`src/hw/scope_cfg.svh`:
```
// widths and register map shared by the rtl and the testbench
// register offsets are byte addresses inside a 64 byte apb window
// sample width must stay below 32, readback sign extends the level
`ifndef SCOPE_CFG_SVH
`define SCOPE_CFG_SVH

//////////////////////////////////////////////////////////////////////
// widths
//////////////////////////////////////////////////////////////////////

`define SCOPE_DW      14  // adc sample, signed
`define SCOPE_DEC_W   17  // decimation counter
`define SCOPE_SHR_W   4   // averaging shift
`define SCOPE_EXT_W   4   // external trigger vector
`define SCOPE_ADDR_W  6   // apb address

//////////////////////////////////////////////////////////////////////
// register offsets
//////////////////////////////////////////////////////////////////////

`define SCOPE_REG_CTL      6'h00  // w: clr/sw_trg/arm pulses, r: status
`define SCOPE_REG_CFG_SEL  6'h08  // [1:0] source, [3:2] ext bit
`define SCOPE_REG_CFG_DLY  6'h0c  // post-trigger samples
`define SCOPE_REG_CFG_LVL  6'h10  // edge level, signed
`define SCOPE_REG_CFG_HST  6'h14  // hysteresis, unsigned
`define SCOPE_REG_CFG_AVG  6'h24  // averaging enable, bit 0
`define SCOPE_REG_CFG_DEC  6'h28  // decimation factor
`define SCOPE_REG_CFG_SHR  6'h2c  // right shift after sum

`endif

```
`src/hw/scope_pkg.sv`:
```
// types for the acquisition pipeline and its register block
// widths come from the cfg header, external select width is derived
`default_nettype none

`include "scope_cfg.svh"

package scope_pkg;

  // plain vectors with a meaning
  typedef logic signed [`SCOPE_DW-1:0]              sample_t;  // adc sample
  typedef logic signed [`SCOPE_DW+`SCOPE_DEC_W-1:0] acc_t;     // window sum
  typedef logic        [`SCOPE_DEC_W-1:0]           dec_t;     // decimation factor
  typedef logic        [`SCOPE_SHR_W-1:0]           shr_t;     // shift amount
  typedef logic        [31:0]                       dly_t;     // post-trigger count
  typedef logic        [31:0]                       reg_t;     // apb data word

  localparam int unsigned EXT_SEL_W = $clog2(`SCOPE_EXT_W);

  // trigger source select, encoding matches CFG_SEL[1:0]
  typedef enum logic [1:0] {
    trg_sw  = 2'd0,
    trg_pos = 2'd1,
    trg_neg = 2'd2,
    trg_ext = 2'd3
  } trg_src_e;

  // one stream beat
  typedef struct packed {
    sample_t value;
    logic    last;  // final sample of a capture
  } stream_t;

  // configuration from the register block
  typedef struct packed {
    logic                   avg;      // averaging on
    dec_t                   dec;
    shr_t                   shr;
    sample_t                lvl;      // edge level
    logic [`SCOPE_DW-1:0]   hst;      // hysteresis, unsigned
    trg_src_e               src;
    logic [EXT_SEL_W-1:0]   ext_sel;  // bit of trg_ext
    dly_t                   dly;
  } scope_cfg_t;

endpackage

`default_nettype wire

```
`src/hw/scope_acq.sv`:
```
// arm, trigger and post-trigger count on the decimated stream
// after the trigger cfg.dly samples pass, the one ending the count has last
// a dly of 0 behaves as 1; samples outside a capture are dropped
// clr aborts a capture and drops a held output
`timescale 1ns/100ps
`default_nettype none

`include "scope_cfg.svh"

module scope_acq (
  input  logic                     clk,
  input  logic                     rstn,
  // control and trigger sources
  input  logic                     clr,
  input  logic                     arm,
  input  logic                     sw_trg,
  input  logic                     trg_pos,
  input  logic                     trg_neg,
  input  logic [`SCOPE_EXT_W-1:0]  trg_ext,
  input  scope_pkg::scope_cfg_t    cfg,
  // decimated stream in
  input  scope_pkg::stream_t       sti,
  input  logic                     sti_vld,
  output logic                     sti_rdy,
  // output stream
  output scope_pkg::stream_t       sto,
  output logic                     sto_vld,
  input  logic                     sto_rdy,
  // status
  output logic                     sts_acq,
  output logic                     sts_trg
);

  import scope_pkg::*;

  typedef enum logic [1:0] {st_idle, st_acq, st_trg} state_e;

  state_e state;
  dly_t   cnt;      // post-trigger samples left
  logic   trg_mux;  // selected trigger
  logic   xfer;
  logic   pass;     // accepted and forwarded
  logic   cnt_end;  // this sample ends the count

  // trigger source mux, port names shadow the enum values
  always_comb begin
    unique case (cfg.src)
      scope_pkg::trg_sw:  trg_mux = sw_trg;
      scope_pkg::trg_pos: trg_mux = trg_pos;
      scope_pkg::trg_neg: trg_mux = trg_neg;
      scope_pkg::trg_ext: trg_mux = trg_ext[cfg.ext_sel];
    endcase
  end

  assign sti_rdy = sto_rdy | ~sto_vld;  // one item held under back-pressure
  assign xfer    = sti_vld & sti_rdy;
  assign pass    = xfer & (state != st_idle);
  assign cnt_end = (cnt <= dly_t'(1));
  assign sts_acq = (state != st_idle);
  assign sts_trg = (state == st_trg);

  //////////////////////////////////////////////////////////////////////
  // fsm and output valid
  //////////////////////////////////////////////////////////////////////

  always_ff @(posedge clk) begin
    if (!rstn) begin
      state   <= st_idle;
      cnt     <= '0;
      sto_vld <= 1'b0;
    end else if (clr) begin
      state   <= st_idle;  // abort
      sto_vld <= 1'b0;
    end else begin
      case (state)
        st_idle: if (arm) state <= st_acq;
        st_acq: begin
          if (trg_mux) begin
            state <= st_trg;
            cnt   <= cfg.dly;
          end
        end
        st_trg: begin
          if (pass) begin
            if (cnt_end) state <= st_idle;  // capture done
            else         cnt   <= cnt - dly_t'(1);
          end
        end
        default: state <= st_idle;
      endcase
      if (pass)         sto_vld <= 1'b1;
      else if (sto_rdy) sto_vld <= 1'b0;
    end
  end

  // output payload
  always_ff @(posedge clk) begin
    if (pass) begin
      sto.value <= sti.value;
      sto.last  <= (state == st_trg) && cnt_end;
    end
  end

endmodule

`default_nettype wire

```
`src/hw/scope_dec_avg.sv`:
```
// one output per cfg_dec accepted inputs, a factor of 0 behaves as 1
// with averaging the window sum is shifted right arithmetically by
// cfg_shr, no other scaling, the low bits of the result are kept
// clr restarts the window, an output already held is still delivered
`timescale 1ns/100ps
`default_nettype none

`include "scope_cfg.svh"

module scope_dec_avg (
  input  logic                clk,
  input  logic                rstn,
  input  logic                clr,      // window restart
  // configuration
  input  logic                cfg_avg,
  input  scope_pkg::dec_t     cfg_dec,
  input  scope_pkg::shr_t     cfg_shr,
  // input stream
  input  scope_pkg::stream_t  sti,
  input  logic                sti_vld,
  output logic                sti_rdy,
  // output stream
  output scope_pkg::stream_t  sto,
  output logic                sto_vld,
  input  logic                sto_rdy
);

  import scope_pkg::*;

  dec_t cnt;      // phase in the window
  acc_t acc;      // sum of the window so far
  acc_t sum;      // sum including the current sample
  acc_t sum_shr;
  logic xfer;
  logic win_end;  // current sample closes the window

  assign sti_rdy = sto_rdy | ~sto_vld;  // stall while output is held
  assign xfer    = sti_vld & sti_rdy;
  assign win_end = (cfg_dec == '0) || (cnt >= cfg_dec - dec_t'(1));

  assign sum     = acc + acc_t'(sti.value);  // sign extended
  assign sum_shr = sum >>> cfg_shr;

  //////////////////////////////////////////////////////////////////////
  // phase and accumulator
  //////////////////////////////////////////////////////////////////////

  always_ff @(posedge clk) begin
    if (!rstn) begin
      cnt     <= '0;
      acc     <= '0;
      sto_vld <= 1'b0;
    end else begin
      if (clr) begin
        cnt <= '0;
        acc <= '0;
      end else if (xfer) begin
        if (win_end) begin
          cnt <= '0;  // next window
          acc <= '0;
        end else begin
          cnt <= cnt + dec_t'(1);
          acc <= sum;
        end
      end
      // output valid
      if (xfer && win_end && !clr) sto_vld <= 1'b1;
      else if (sto_rdy)             sto_vld <= 1'b0;
    end
  end

  // output payload, loaded at the end of each window
  always_ff @(posedge clk) begin
    if (xfer && win_end) begin
      sto.value <= cfg_avg ? sum_shr[`SCOPE_DW-1:0] : sti.value;
      sto.last  <= sti.last;
    end
  end

endmodule

`default_nettype wire

```
`src/hw/scope_edge.sv`:
```
// two-sided schmitt trigger on accepted input samples
// thresholds lvl-hst and lvl+hst saturate at the sample range
// pulses come one cycle after the transfer that completes an edge
`timescale 1ns/100ps
`default_nettype none

`include "scope_cfg.svh"

module scope_edge (
  input  logic                  clk,
  input  logic                  rstn,
  // monitored stream
  input  scope_pkg::stream_t    sti,
  input  logic                  sti_vld,
  input  logic                  sti_rdy,
  // configuration
  input  scope_pkg::sample_t    cfg_lvl,
  input  logic [`SCOPE_DW-1:0]  cfg_hst,
  // edge pulses
  output logic                  trg_pos,
  output logic                  trg_neg
);

  import scope_pkg::*;

  typedef logic signed [`SCOPE_DW+1:0] wide_t;  // room for lvl +- hst

  localparam sample_t S_MAX = {1'b0, {(`SCOPE_DW-1){1'b1}}};
  localparam sample_t S_MIN = {1'b1, {(`SCOPE_DW-1){1'b0}}};

  wide_t   lo_w, hi_w;
  sample_t lo, hi;     // saturated thresholds
  logic    xfer;
  logic    arm_pos;    // seen a sample below lo
  logic    arm_neg;    // seen a sample above hi

  assign lo_w = wide_t'(cfg_lvl) - wide_t'({1'b0, cfg_hst});
  assign hi_w = wide_t'(cfg_lvl) + wide_t'({1'b0, cfg_hst});
  assign lo   = (lo_w < wide_t'(S_MIN)) ? S_MIN : lo_w[`SCOPE_DW-1:0];
  assign hi   = (hi_w > wide_t'(S_MAX)) ? S_MAX : hi_w[`SCOPE_DW-1:0];

  assign xfer = sti_vld & sti_rdy;

  always_ff @(posedge clk) begin
    if (!rstn) begin
      arm_pos <= 1'b0;
      arm_neg <= 1'b0;
      trg_pos <= 1'b0;
      trg_neg <= 1'b0;
    end else begin
      trg_pos <= 1'b0;  // single cycle pulses
      trg_neg <= 1'b0;
      if (xfer) begin
        // rising edge: below lo, then reaching hi
        if (sti.value < lo) begin
          arm_pos <= 1'b1;
        end else if (arm_pos && sti.value >= hi) begin
          trg_pos <= 1'b1;
          arm_pos <= 1'b0;
        end
        // falling edge, mirrored
        if (sti.value > hi) begin
          arm_neg <= 1'b1;
        end else if (arm_neg && sti.value <= lo) begin
          trg_neg <= 1'b1;
          arm_neg <= 1'b0;
        end
      end
    end
  end

endmodule

`default_nettype wire

```
`src/hw/scope_regs.sv`:
```
// apb slave, zero wait states, no error response
// control pulses are combinational, high during the write access phase
// CFG_SEL holds the source in [1:0] and the external bit in [3:2]
// unmapped offsets read zero, writes to them are ignored
`timescale 1ns/100ps
`default_nettype none

`include "scope_cfg.svh"

module scope_regs (
  input  logic                      clk,
  input  logic                      rstn,
  // apb
  input  logic                      psel,
  input  logic                      penable,
  input  logic                      pwrite,
  input  logic [`SCOPE_ADDR_W-1:0]  paddr,
  input  scope_pkg::reg_t           pwdata,
  output scope_pkg::reg_t           prdata,
  output logic                      pready,
  // configuration to all stages
  output scope_pkg::scope_cfg_t     cfg,
  // control pulses
  output logic                      clr,
  output logic                      arm,
  output logic                      sw_trg,
  // status
  input  logic                      sts_acq,
  input  logic                      sts_trg
);

  import scope_pkg::*;

  logic wr;      // access phase write
  logic rd;      // access phase read
  logic wr_ctl;  // write to control
  reg_t rd_dat;

  assign wr     = psel & penable & pwrite;
  assign rd     = psel & penable & ~pwrite;
  assign pready = 1'b1;  // never stalls

  //////////////////////////////////////////////////////////////////////
  // control pulses
  //////////////////////////////////////////////////////////////////////

  assign wr_ctl = wr & (paddr == `SCOPE_REG_CTL);
  assign clr    = wr_ctl & pwdata[0];
  assign sw_trg = wr_ctl & pwdata[1];
  assign arm    = wr_ctl & pwdata[2];

  //////////////////////////////////////////////////////////////////////
  // configuration registers
  //////////////////////////////////////////////////////////////////////

  always_ff @(posedge clk) begin
    if (!rstn) begin
      cfg <= '0;  // source sw, everything off
    end else if (wr) begin
      case (paddr)
        `SCOPE_REG_CFG_SEL: begin
          cfg.src     <= trg_src_e'(pwdata[1:0]);
          cfg.ext_sel <= pwdata[2 +: EXT_SEL_W];
        end
        `SCOPE_REG_CFG_DLY: cfg.dly <= pwdata;
        `SCOPE_REG_CFG_LVL: cfg.lvl <= pwdata[`SCOPE_DW-1:0];
        `SCOPE_REG_CFG_HST: cfg.hst <= pwdata[`SCOPE_DW-1:0];
        `SCOPE_REG_CFG_AVG: cfg.avg <= pwdata[0];
        `SCOPE_REG_CFG_DEC: cfg.dec <= pwdata[`SCOPE_DEC_W-1:0];
        `SCOPE_REG_CFG_SHR: cfg.shr <= pwdata[`SCOPE_SHR_W-1:0];
        default: ;  // ctl and holes
      endcase
    end
  end

  //////////////////////////////////////////////////////////////////////
  // readback
  //////////////////////////////////////////////////////////////////////

  always_comb begin
    rd_dat = '0;
    case (paddr)
      `SCOPE_REG_CTL:     rd_dat = reg_t'({sts_acq, sts_trg, 1'b0});
      `SCOPE_REG_CFG_SEL: rd_dat = reg_t'({cfg.ext_sel, cfg.src});
      `SCOPE_REG_CFG_DLY: rd_dat = cfg.dly;
      `SCOPE_REG_CFG_LVL: begin
        // level is signed, extend the sign
        rd_dat = {{($bits(reg_t)-`SCOPE_DW){cfg.lvl[`SCOPE_DW-1]}}, cfg.lvl};
      end
      `SCOPE_REG_CFG_HST: rd_dat = reg_t'(cfg.hst);
      `SCOPE_REG_CFG_AVG: rd_dat = reg_t'(cfg.avg);
      `SCOPE_REG_CFG_DEC: rd_dat = reg_t'(cfg.dec);
      `SCOPE_REG_CFG_SHR: rd_dat = reg_t'(cfg.shr);
      default:            rd_dat = '0;
    endcase
  end

  assign prdata = rd ? rd_dat : '0;  // only driven in the access phase

endmodule

`default_nettype wire

```
`src/hw/scope_top.sv`:
```
// oscilloscope acquisition core: apb registers, edge trigger,
// decimator and capture stage, no correction filter
// samples leave as a ready/valid stream, there is no capture memory
// trg_out[0] is the positive edge pulse, trg_out[1] the negative one
`timescale 1ns/100ps
`default_nettype none

`include "scope_cfg.svh"

module scope_top (
  input  logic                      clk,
  input  logic                      rstn,
  // apb
  input  logic                      psel,
  input  logic                      penable,
  input  logic                      pwrite,
  input  logic [`SCOPE_ADDR_W-1:0]  paddr,
  input  scope_pkg::reg_t           pwdata,
  output scope_pkg::reg_t           prdata,
  output logic                      pready,
  // adc stream
  input  scope_pkg::stream_t        sti,
  input  logic                      sti_vld,
  output logic                      sti_rdy,
  // capture stream
  output scope_pkg::stream_t        sto,
  output logic                      sto_vld,
  input  logic                      sto_rdy,
  // triggers
  input  logic [`SCOPE_EXT_W-1:0]   trg_ext,
  output logic                      trg_swo,  // sw trigger pulse
  output logic [1:0]                trg_out   // edge pulses
);

  import scope_pkg::*;

  scope_cfg_t cfg;
  logic       clr, arm;
  logic       sts_acq, sts_trg;
  stream_t    std;      // decimated stream
  logic       std_vld, std_rdy;

  scope_regs u_regs (
    .clk, .rstn,
    .psel, .penable, .pwrite, .paddr, .pwdata, .prdata, .pready,
    .cfg,
    .clr, .arm,
    .sw_trg  (trg_swo),
    .sts_acq, .sts_trg
  );

  // edge detector taps the raw input
  scope_edge u_edge (
    .clk, .rstn,
    .sti, .sti_vld, .sti_rdy,
    .cfg_lvl (cfg.lvl),
    .cfg_hst (cfg.hst),
    .trg_pos (trg_out[0]),
    .trg_neg (trg_out[1])
  );

  scope_dec_avg u_dec (
    .clk, .rstn,
    .clr     (clr | arm),  // window restarts on both
    .cfg_avg (cfg.avg),
    .cfg_dec (cfg.dec),
    .cfg_shr (cfg.shr),
    .sti, .sti_vld, .sti_rdy,
    .sto     (std),
    .sto_vld (std_vld),
    .sto_rdy (std_rdy)
  );

  scope_acq u_acq (
    .clk, .rstn,
    .clr, .arm,
    .sw_trg  (trg_swo),
    .trg_pos (trg_out[0]),
    .trg_neg (trg_out[1]),
    .trg_ext, .cfg,
    .sti     (std),
    .sti_vld (std_vld),
    .sti_rdy (std_rdy),
    .sto, .sto_vld, .sto_rdy,
    .sts_acq, .sts_trg
  );

endmodule

`default_nettype wire

```
`config.mk`:
```
export PLATFORM = sky130hd
export DESIGN_NAME = scope_top
export DESIGN_NICKNAME = d
export VERILOG_FILES = /design/src/hw/scope_pkg.sv /design/src/hw/scope_acq.sv /design/src/hw/scope_dec_avg.sv /design/src/hw/scope_edge.sv /design/src/hw/scope_regs.sv /design/src/hw/scope_top.sv
export VERILOG_INCLUDE_DIRS = /design/src /design/src/hw
export SDC_FILE = /design/constraint.sdc
export NUM_CORES = 1
export LEC_CHECK = 0
export ABC_AREA = 0
export BUFFER_PORTS_ARGS = -buffer_cell sky130_fd_sc_hd__buf_2
export CAP_MARGIN = 15
export CORE_AREA = 2 2 256 258
export CTS_CLUSTER_SIZE = 16
export DETAILED_ROUTE_END_ITERATION = 8
export DIE_AREA = 0 0 258 260
export PLACE_DENSITY = 0.43
export SYNTH_ARGS = -nofsm -noshare
export SYNTH_HDL_FRONTEND = slang
export SYNTH_HIERARCHICAL = 1
export SYNTH_SLANG_ARGS = --single-unit
```
`constraint.sdc`:
```
create_clock -name clk -period 6.4 [get_ports clk]
set_clock_uncertainty 0.05 [all_clocks]
set_input_delay 1.28 -clock clk [delete_from_list [all_inputs] [get_ports clk]]
set_output_delay 1.28 -clock clk [all_outputs]
set_load 0.1 [all_outputs]
```
# Yosys cells after proc, flatten, opt, wreduce, memory -nomap -nowiden
# Cells that the tools add are included.
# word_totals
reg_bits	203
input_bits	64
output_inout_bits	53
word_cells	134
# op_classes
add_sub_neg	6
n_lt_le_gt_ge	9
n_eq_ne	17
shifts	1
mux	29
bitwise_logic	19
n_reduce_logical	32
# op_table
cell	n
$pmux 32 s8	1
$mux 32	4
$pmux 32 s2	1
$mux 14	3
$le 32x1->1 const B	1
$sub 32x1->32 const B	1
$add 31x14->31	1
$mux 31	1
$sshr 31x4->14	1
$eq 6x6->1 const B	3
$reduce_and 2->1	9
$add 17x1->17 const B	1
$ge 17x17->1	1
$logic_not 17->1	1
$mux 17	1
$sub 17x1->17 const B	1
$add 14x15->16	1
$gt 16x14->1 const B	1
$lt 16x14->1 const B	1
$sub 14x15->16	1
$ge 14x14->1	1
$gt 14x14->1	1
$le 14x14->1	1
$lt 14x14->1	1
other kinds (25)	74

# Longest topological paths before layout
# logic_depth
depth_word	8
depth_mapped	20
ltp_nobuf	19

# Hierarchy
# Netlist, hierarchy kept.
# by_module_without_submodules
module	instances	cells_each	area_per_inst_um2	seq_area_each_um2
scope_dec_avg	1	833	6518.8	1391.3
scope_regs	1	516	4127.7	1721.7
scope_acq	1	328	2839.0	1151.1
scope_edge	1	336	2501.1	80.1
scope_top	1	1	6.3	0.0

# Worst setup path before layout
# OpenSTA, ideal clock, no wires.
# synth_path
path_type	input -> output
start	input port paddr[3]
end	output port prdata[13]
arrival_time_ps	4000
required_ps	5070
slack_ps	1070
stages	6
n_path_buf	2
path_cell_list	clkbuf_1 nand3b_1 nor2_1 clkbuf_1 nand2_1 a31oi_1
# synth_via
elab_chain_len	3
elab_cells_between_ends	10
cone_classes	eq/ne: 7; mux: 2; reduce/logical: 1
# synth_rtl
item	line_no	text
start, declared	scope_top.sv:17	input logic [`SCOPE_ADDR_W-1:0] paddr,
$eq 6x6->1 (tied with other cells)	scope_regs.sv:82	case (paddr)
$pmux 32 s8 *	scope_regs.sv:82	
$mux 32 *	scope_regs.sv:98	assign prdata = rd ? rd_dat : '0;
end, declared	scope_top.sv:19	output scope_pkg::reg_t prdata,
# Every way passes the cells marked *; elsewhere a longest branch is shown, timed or not.

# Final worst setup path
# layout_path
start	input port paddr[4]
end	output port prdata[0]
# Same word-level chain as after synthesis.

==> flow_metrics.py <==
metrics = {
    "outcome": {
        "status": "complete, no violations",
    },
    "power_and_ir_drop": {
        "p_leak_nw": 6.57,
        "powerDensity_nw_per_um2": 172,
        "irDropWorstVdd_mv": 0.195,
    },
    "drt": {
        "remaining_drc_errors": 0,
        "vias_per_cell": 5.29,
        "totalWireLength_um": 56600,
        "drtIter0Drc": 1376,
        "wl_per_cell_um": 19.3,
        "drtPass1Iterations": 6,
        "via_count": 15500,
        "ant_nets": 0,
    },
    "critical_path": {
        "crit_path_end_kind": "output port",
        "critical_path_class": "input pin to output port",
        "r2r_cells": 18,
        "cp_max_fo": 17,
        "start_kind": "input pin",
        "cp.required_ns": 5.07,
        "arrival_ns": 4.09,
    },
    "global_route": {
        "grt_max_degree": 86,
        "antenna_found_initial": 4,
        "grt_pass1_wl_um": 88200,
        "gr-total-overflow": 0,
        "track_usage_pct": 16.5,
        "grt_pass1_vias": 15000,
    },
    "cells_and_area": {
        "finalNonFillerCells": 2929,
        "nNetsFinal": 2230,
        "register_area_um2": 4310,
        "num-fill-cells": 6876,
        "multi_input_area_um2": 10700,
        "final_cell_mix": "nand2_1 (286), a21oi_1 (188), dfxtp_1 (172), nor2_1 (136), buf_2 (113)",
        "final_common_cell": "nand2_1",
        "antennaDiodeCount": 0,
        "synthToLayoutAreaGrowth_pct": 12.8,
        "layout-drive-gt1-share_pct": 13.1,
    },
    "clocking": {
        "cts_max_path_buffers": 3,
        "clkSlewWorstSetupHoldPaths_ns": 0.05,
        "cts_tree": "built",
        "cts_root_buf": "clkbuf_16",
        "cts_buffers": 27,
        "post_cts_buffers": 0,
        "cts-hold-fix-buffers": 0,
        "cts_resized": 0,
        "clock_latency_ns": 0.57,
        "cts_sinks": 201,
        "h-tree-depth": 1,
    },
    "timing": {
        "rsz0062_at_grt": "no",
        "min_period_over_period_pct": 84.7,
        "tightest_slew_ns": 1.19,
        "fin_tns_setup_ns": 0,
        "final-hold-violation-count": 0,
        "fin_crit_ns": 5.42,
        "clock.fmax_ghz": 0.184,
        "maxSlewHeadroom_pct": 19.9,
        "slew_viol_final": 0,
        "setup_violations": 0,
    },
    "worst_hold_path": {
        "hp-class": "flop to flop",
        "min_path_cells": 0,
    },
    "run": {
        "maxCapViolations": 0,
    },
    "floorplanning": {
        "coreArea_um2": 64100,
        "die_x_um": 258,
        "die_h_um": 260,
        "initial_utilization_pct": 24.9,
        "num_rows": 93,
        "dieArea_um2": 67100,
        "io_pins": 117,
    },
    "placed_design": {
        "io_buffers": 114,
        "globalplace.congestion": 0.862,
        "dp.cells": 2882,
        "dp_hpwl_um": 42400,
    },
    "synthesis": {
        "syn_area_um2": 16000,
        "synth_fp_nets": 2187,
        "ys_warn_count": 6,
        "avgSynthCellArea_um2": 7.93,
        "synthCells": 2013,
    },
}
-- layer usage --
| metal | GRT usage (%) | wire [um] | up-vias |
|---|---|---|---|
| li1 | - | - | 7493 |
| met1 | 23.0 | 27000 | 7445 |
| met2 | 25.8 | 24800 | 445 |
| met3 | 2.29 | 2850 | 98 |
| met4 | 5.81 | 1930 | 8 |
| met5 | 0 | 36 | - |
-- final cells by class --
cell class | instances | share of cell area (%)
Multi-Input combinational cell | 1623 | 59.7
Sequential cell | 201 | 23.9
Tap cell | 855 | 5.94
Timing Repair Buffer | 140 | 4.26
Clock buffer | 36 | 3.99
Inverter | 63 | 1.34
Clock inverter | 11 | 0.861
-- registers in the layout (all words and copies together), names as in the netlist --
signal	cells
u_dec/acc	29
u_acq/sto	15
u_dec/sto_vld	1
u_edge/arm_neg	1
u_acq/state	2
u_dec/sto	14
u_dec/cnt	17
u_acq/cnt	32
u_edge/trg_neg	1
u_regs/cfg	86
u_edge/arm_pos	1
u_edge/trg_pos	1
u_acq/sto_vld	1
-- stage by stage --
stage	power [mW]	setup slack, ns	util, %	area (um2)	hold slack, ns
finish	3.10	0.977	28.1	18000	0.372
global route	3.23	0.772	28.1	18000	0.375
CTS	3.15	1.06	28.1	18000	0.374
detailed placement	1.61	1.07	26.7	17100	0.357
global placement	1.61	1.11	26.7	17100	0.361
floorplan	1.50	1.07	-	16000	0.350
-- worst max-delay path, cell delays in order --
cell	delay (ns)
buf_2	0.21
mux2_2	0.36
o22ai_1	0.14
nand3_1	0.72
a21oi_1	0.83
buf_2	0.55
-- power breakdown --
part	total [mW]	switching (mW)	internal (mW)	leakage (nW)
logic	0.289	0.190	0.0996	4.50
clock network	1.52	0.609	0.910	0.414
registers	1.29	0.00400	1.29	1.65
-- worst paths after layout --
check                       from             end  slack (ns)
hold / removal      u_dec/sto[7]    u_acq/sto[7]        0.37
setup reg to reg  u_regs/cfg[36]  u_edge/trg_pos        1.26
setup / recovery        paddr[4]       prdata[0]        0.98
hold reg to reg     u_dec/sto[7]    u_acq/sto[7]        0.37
(Power assumes the default switching activity.)
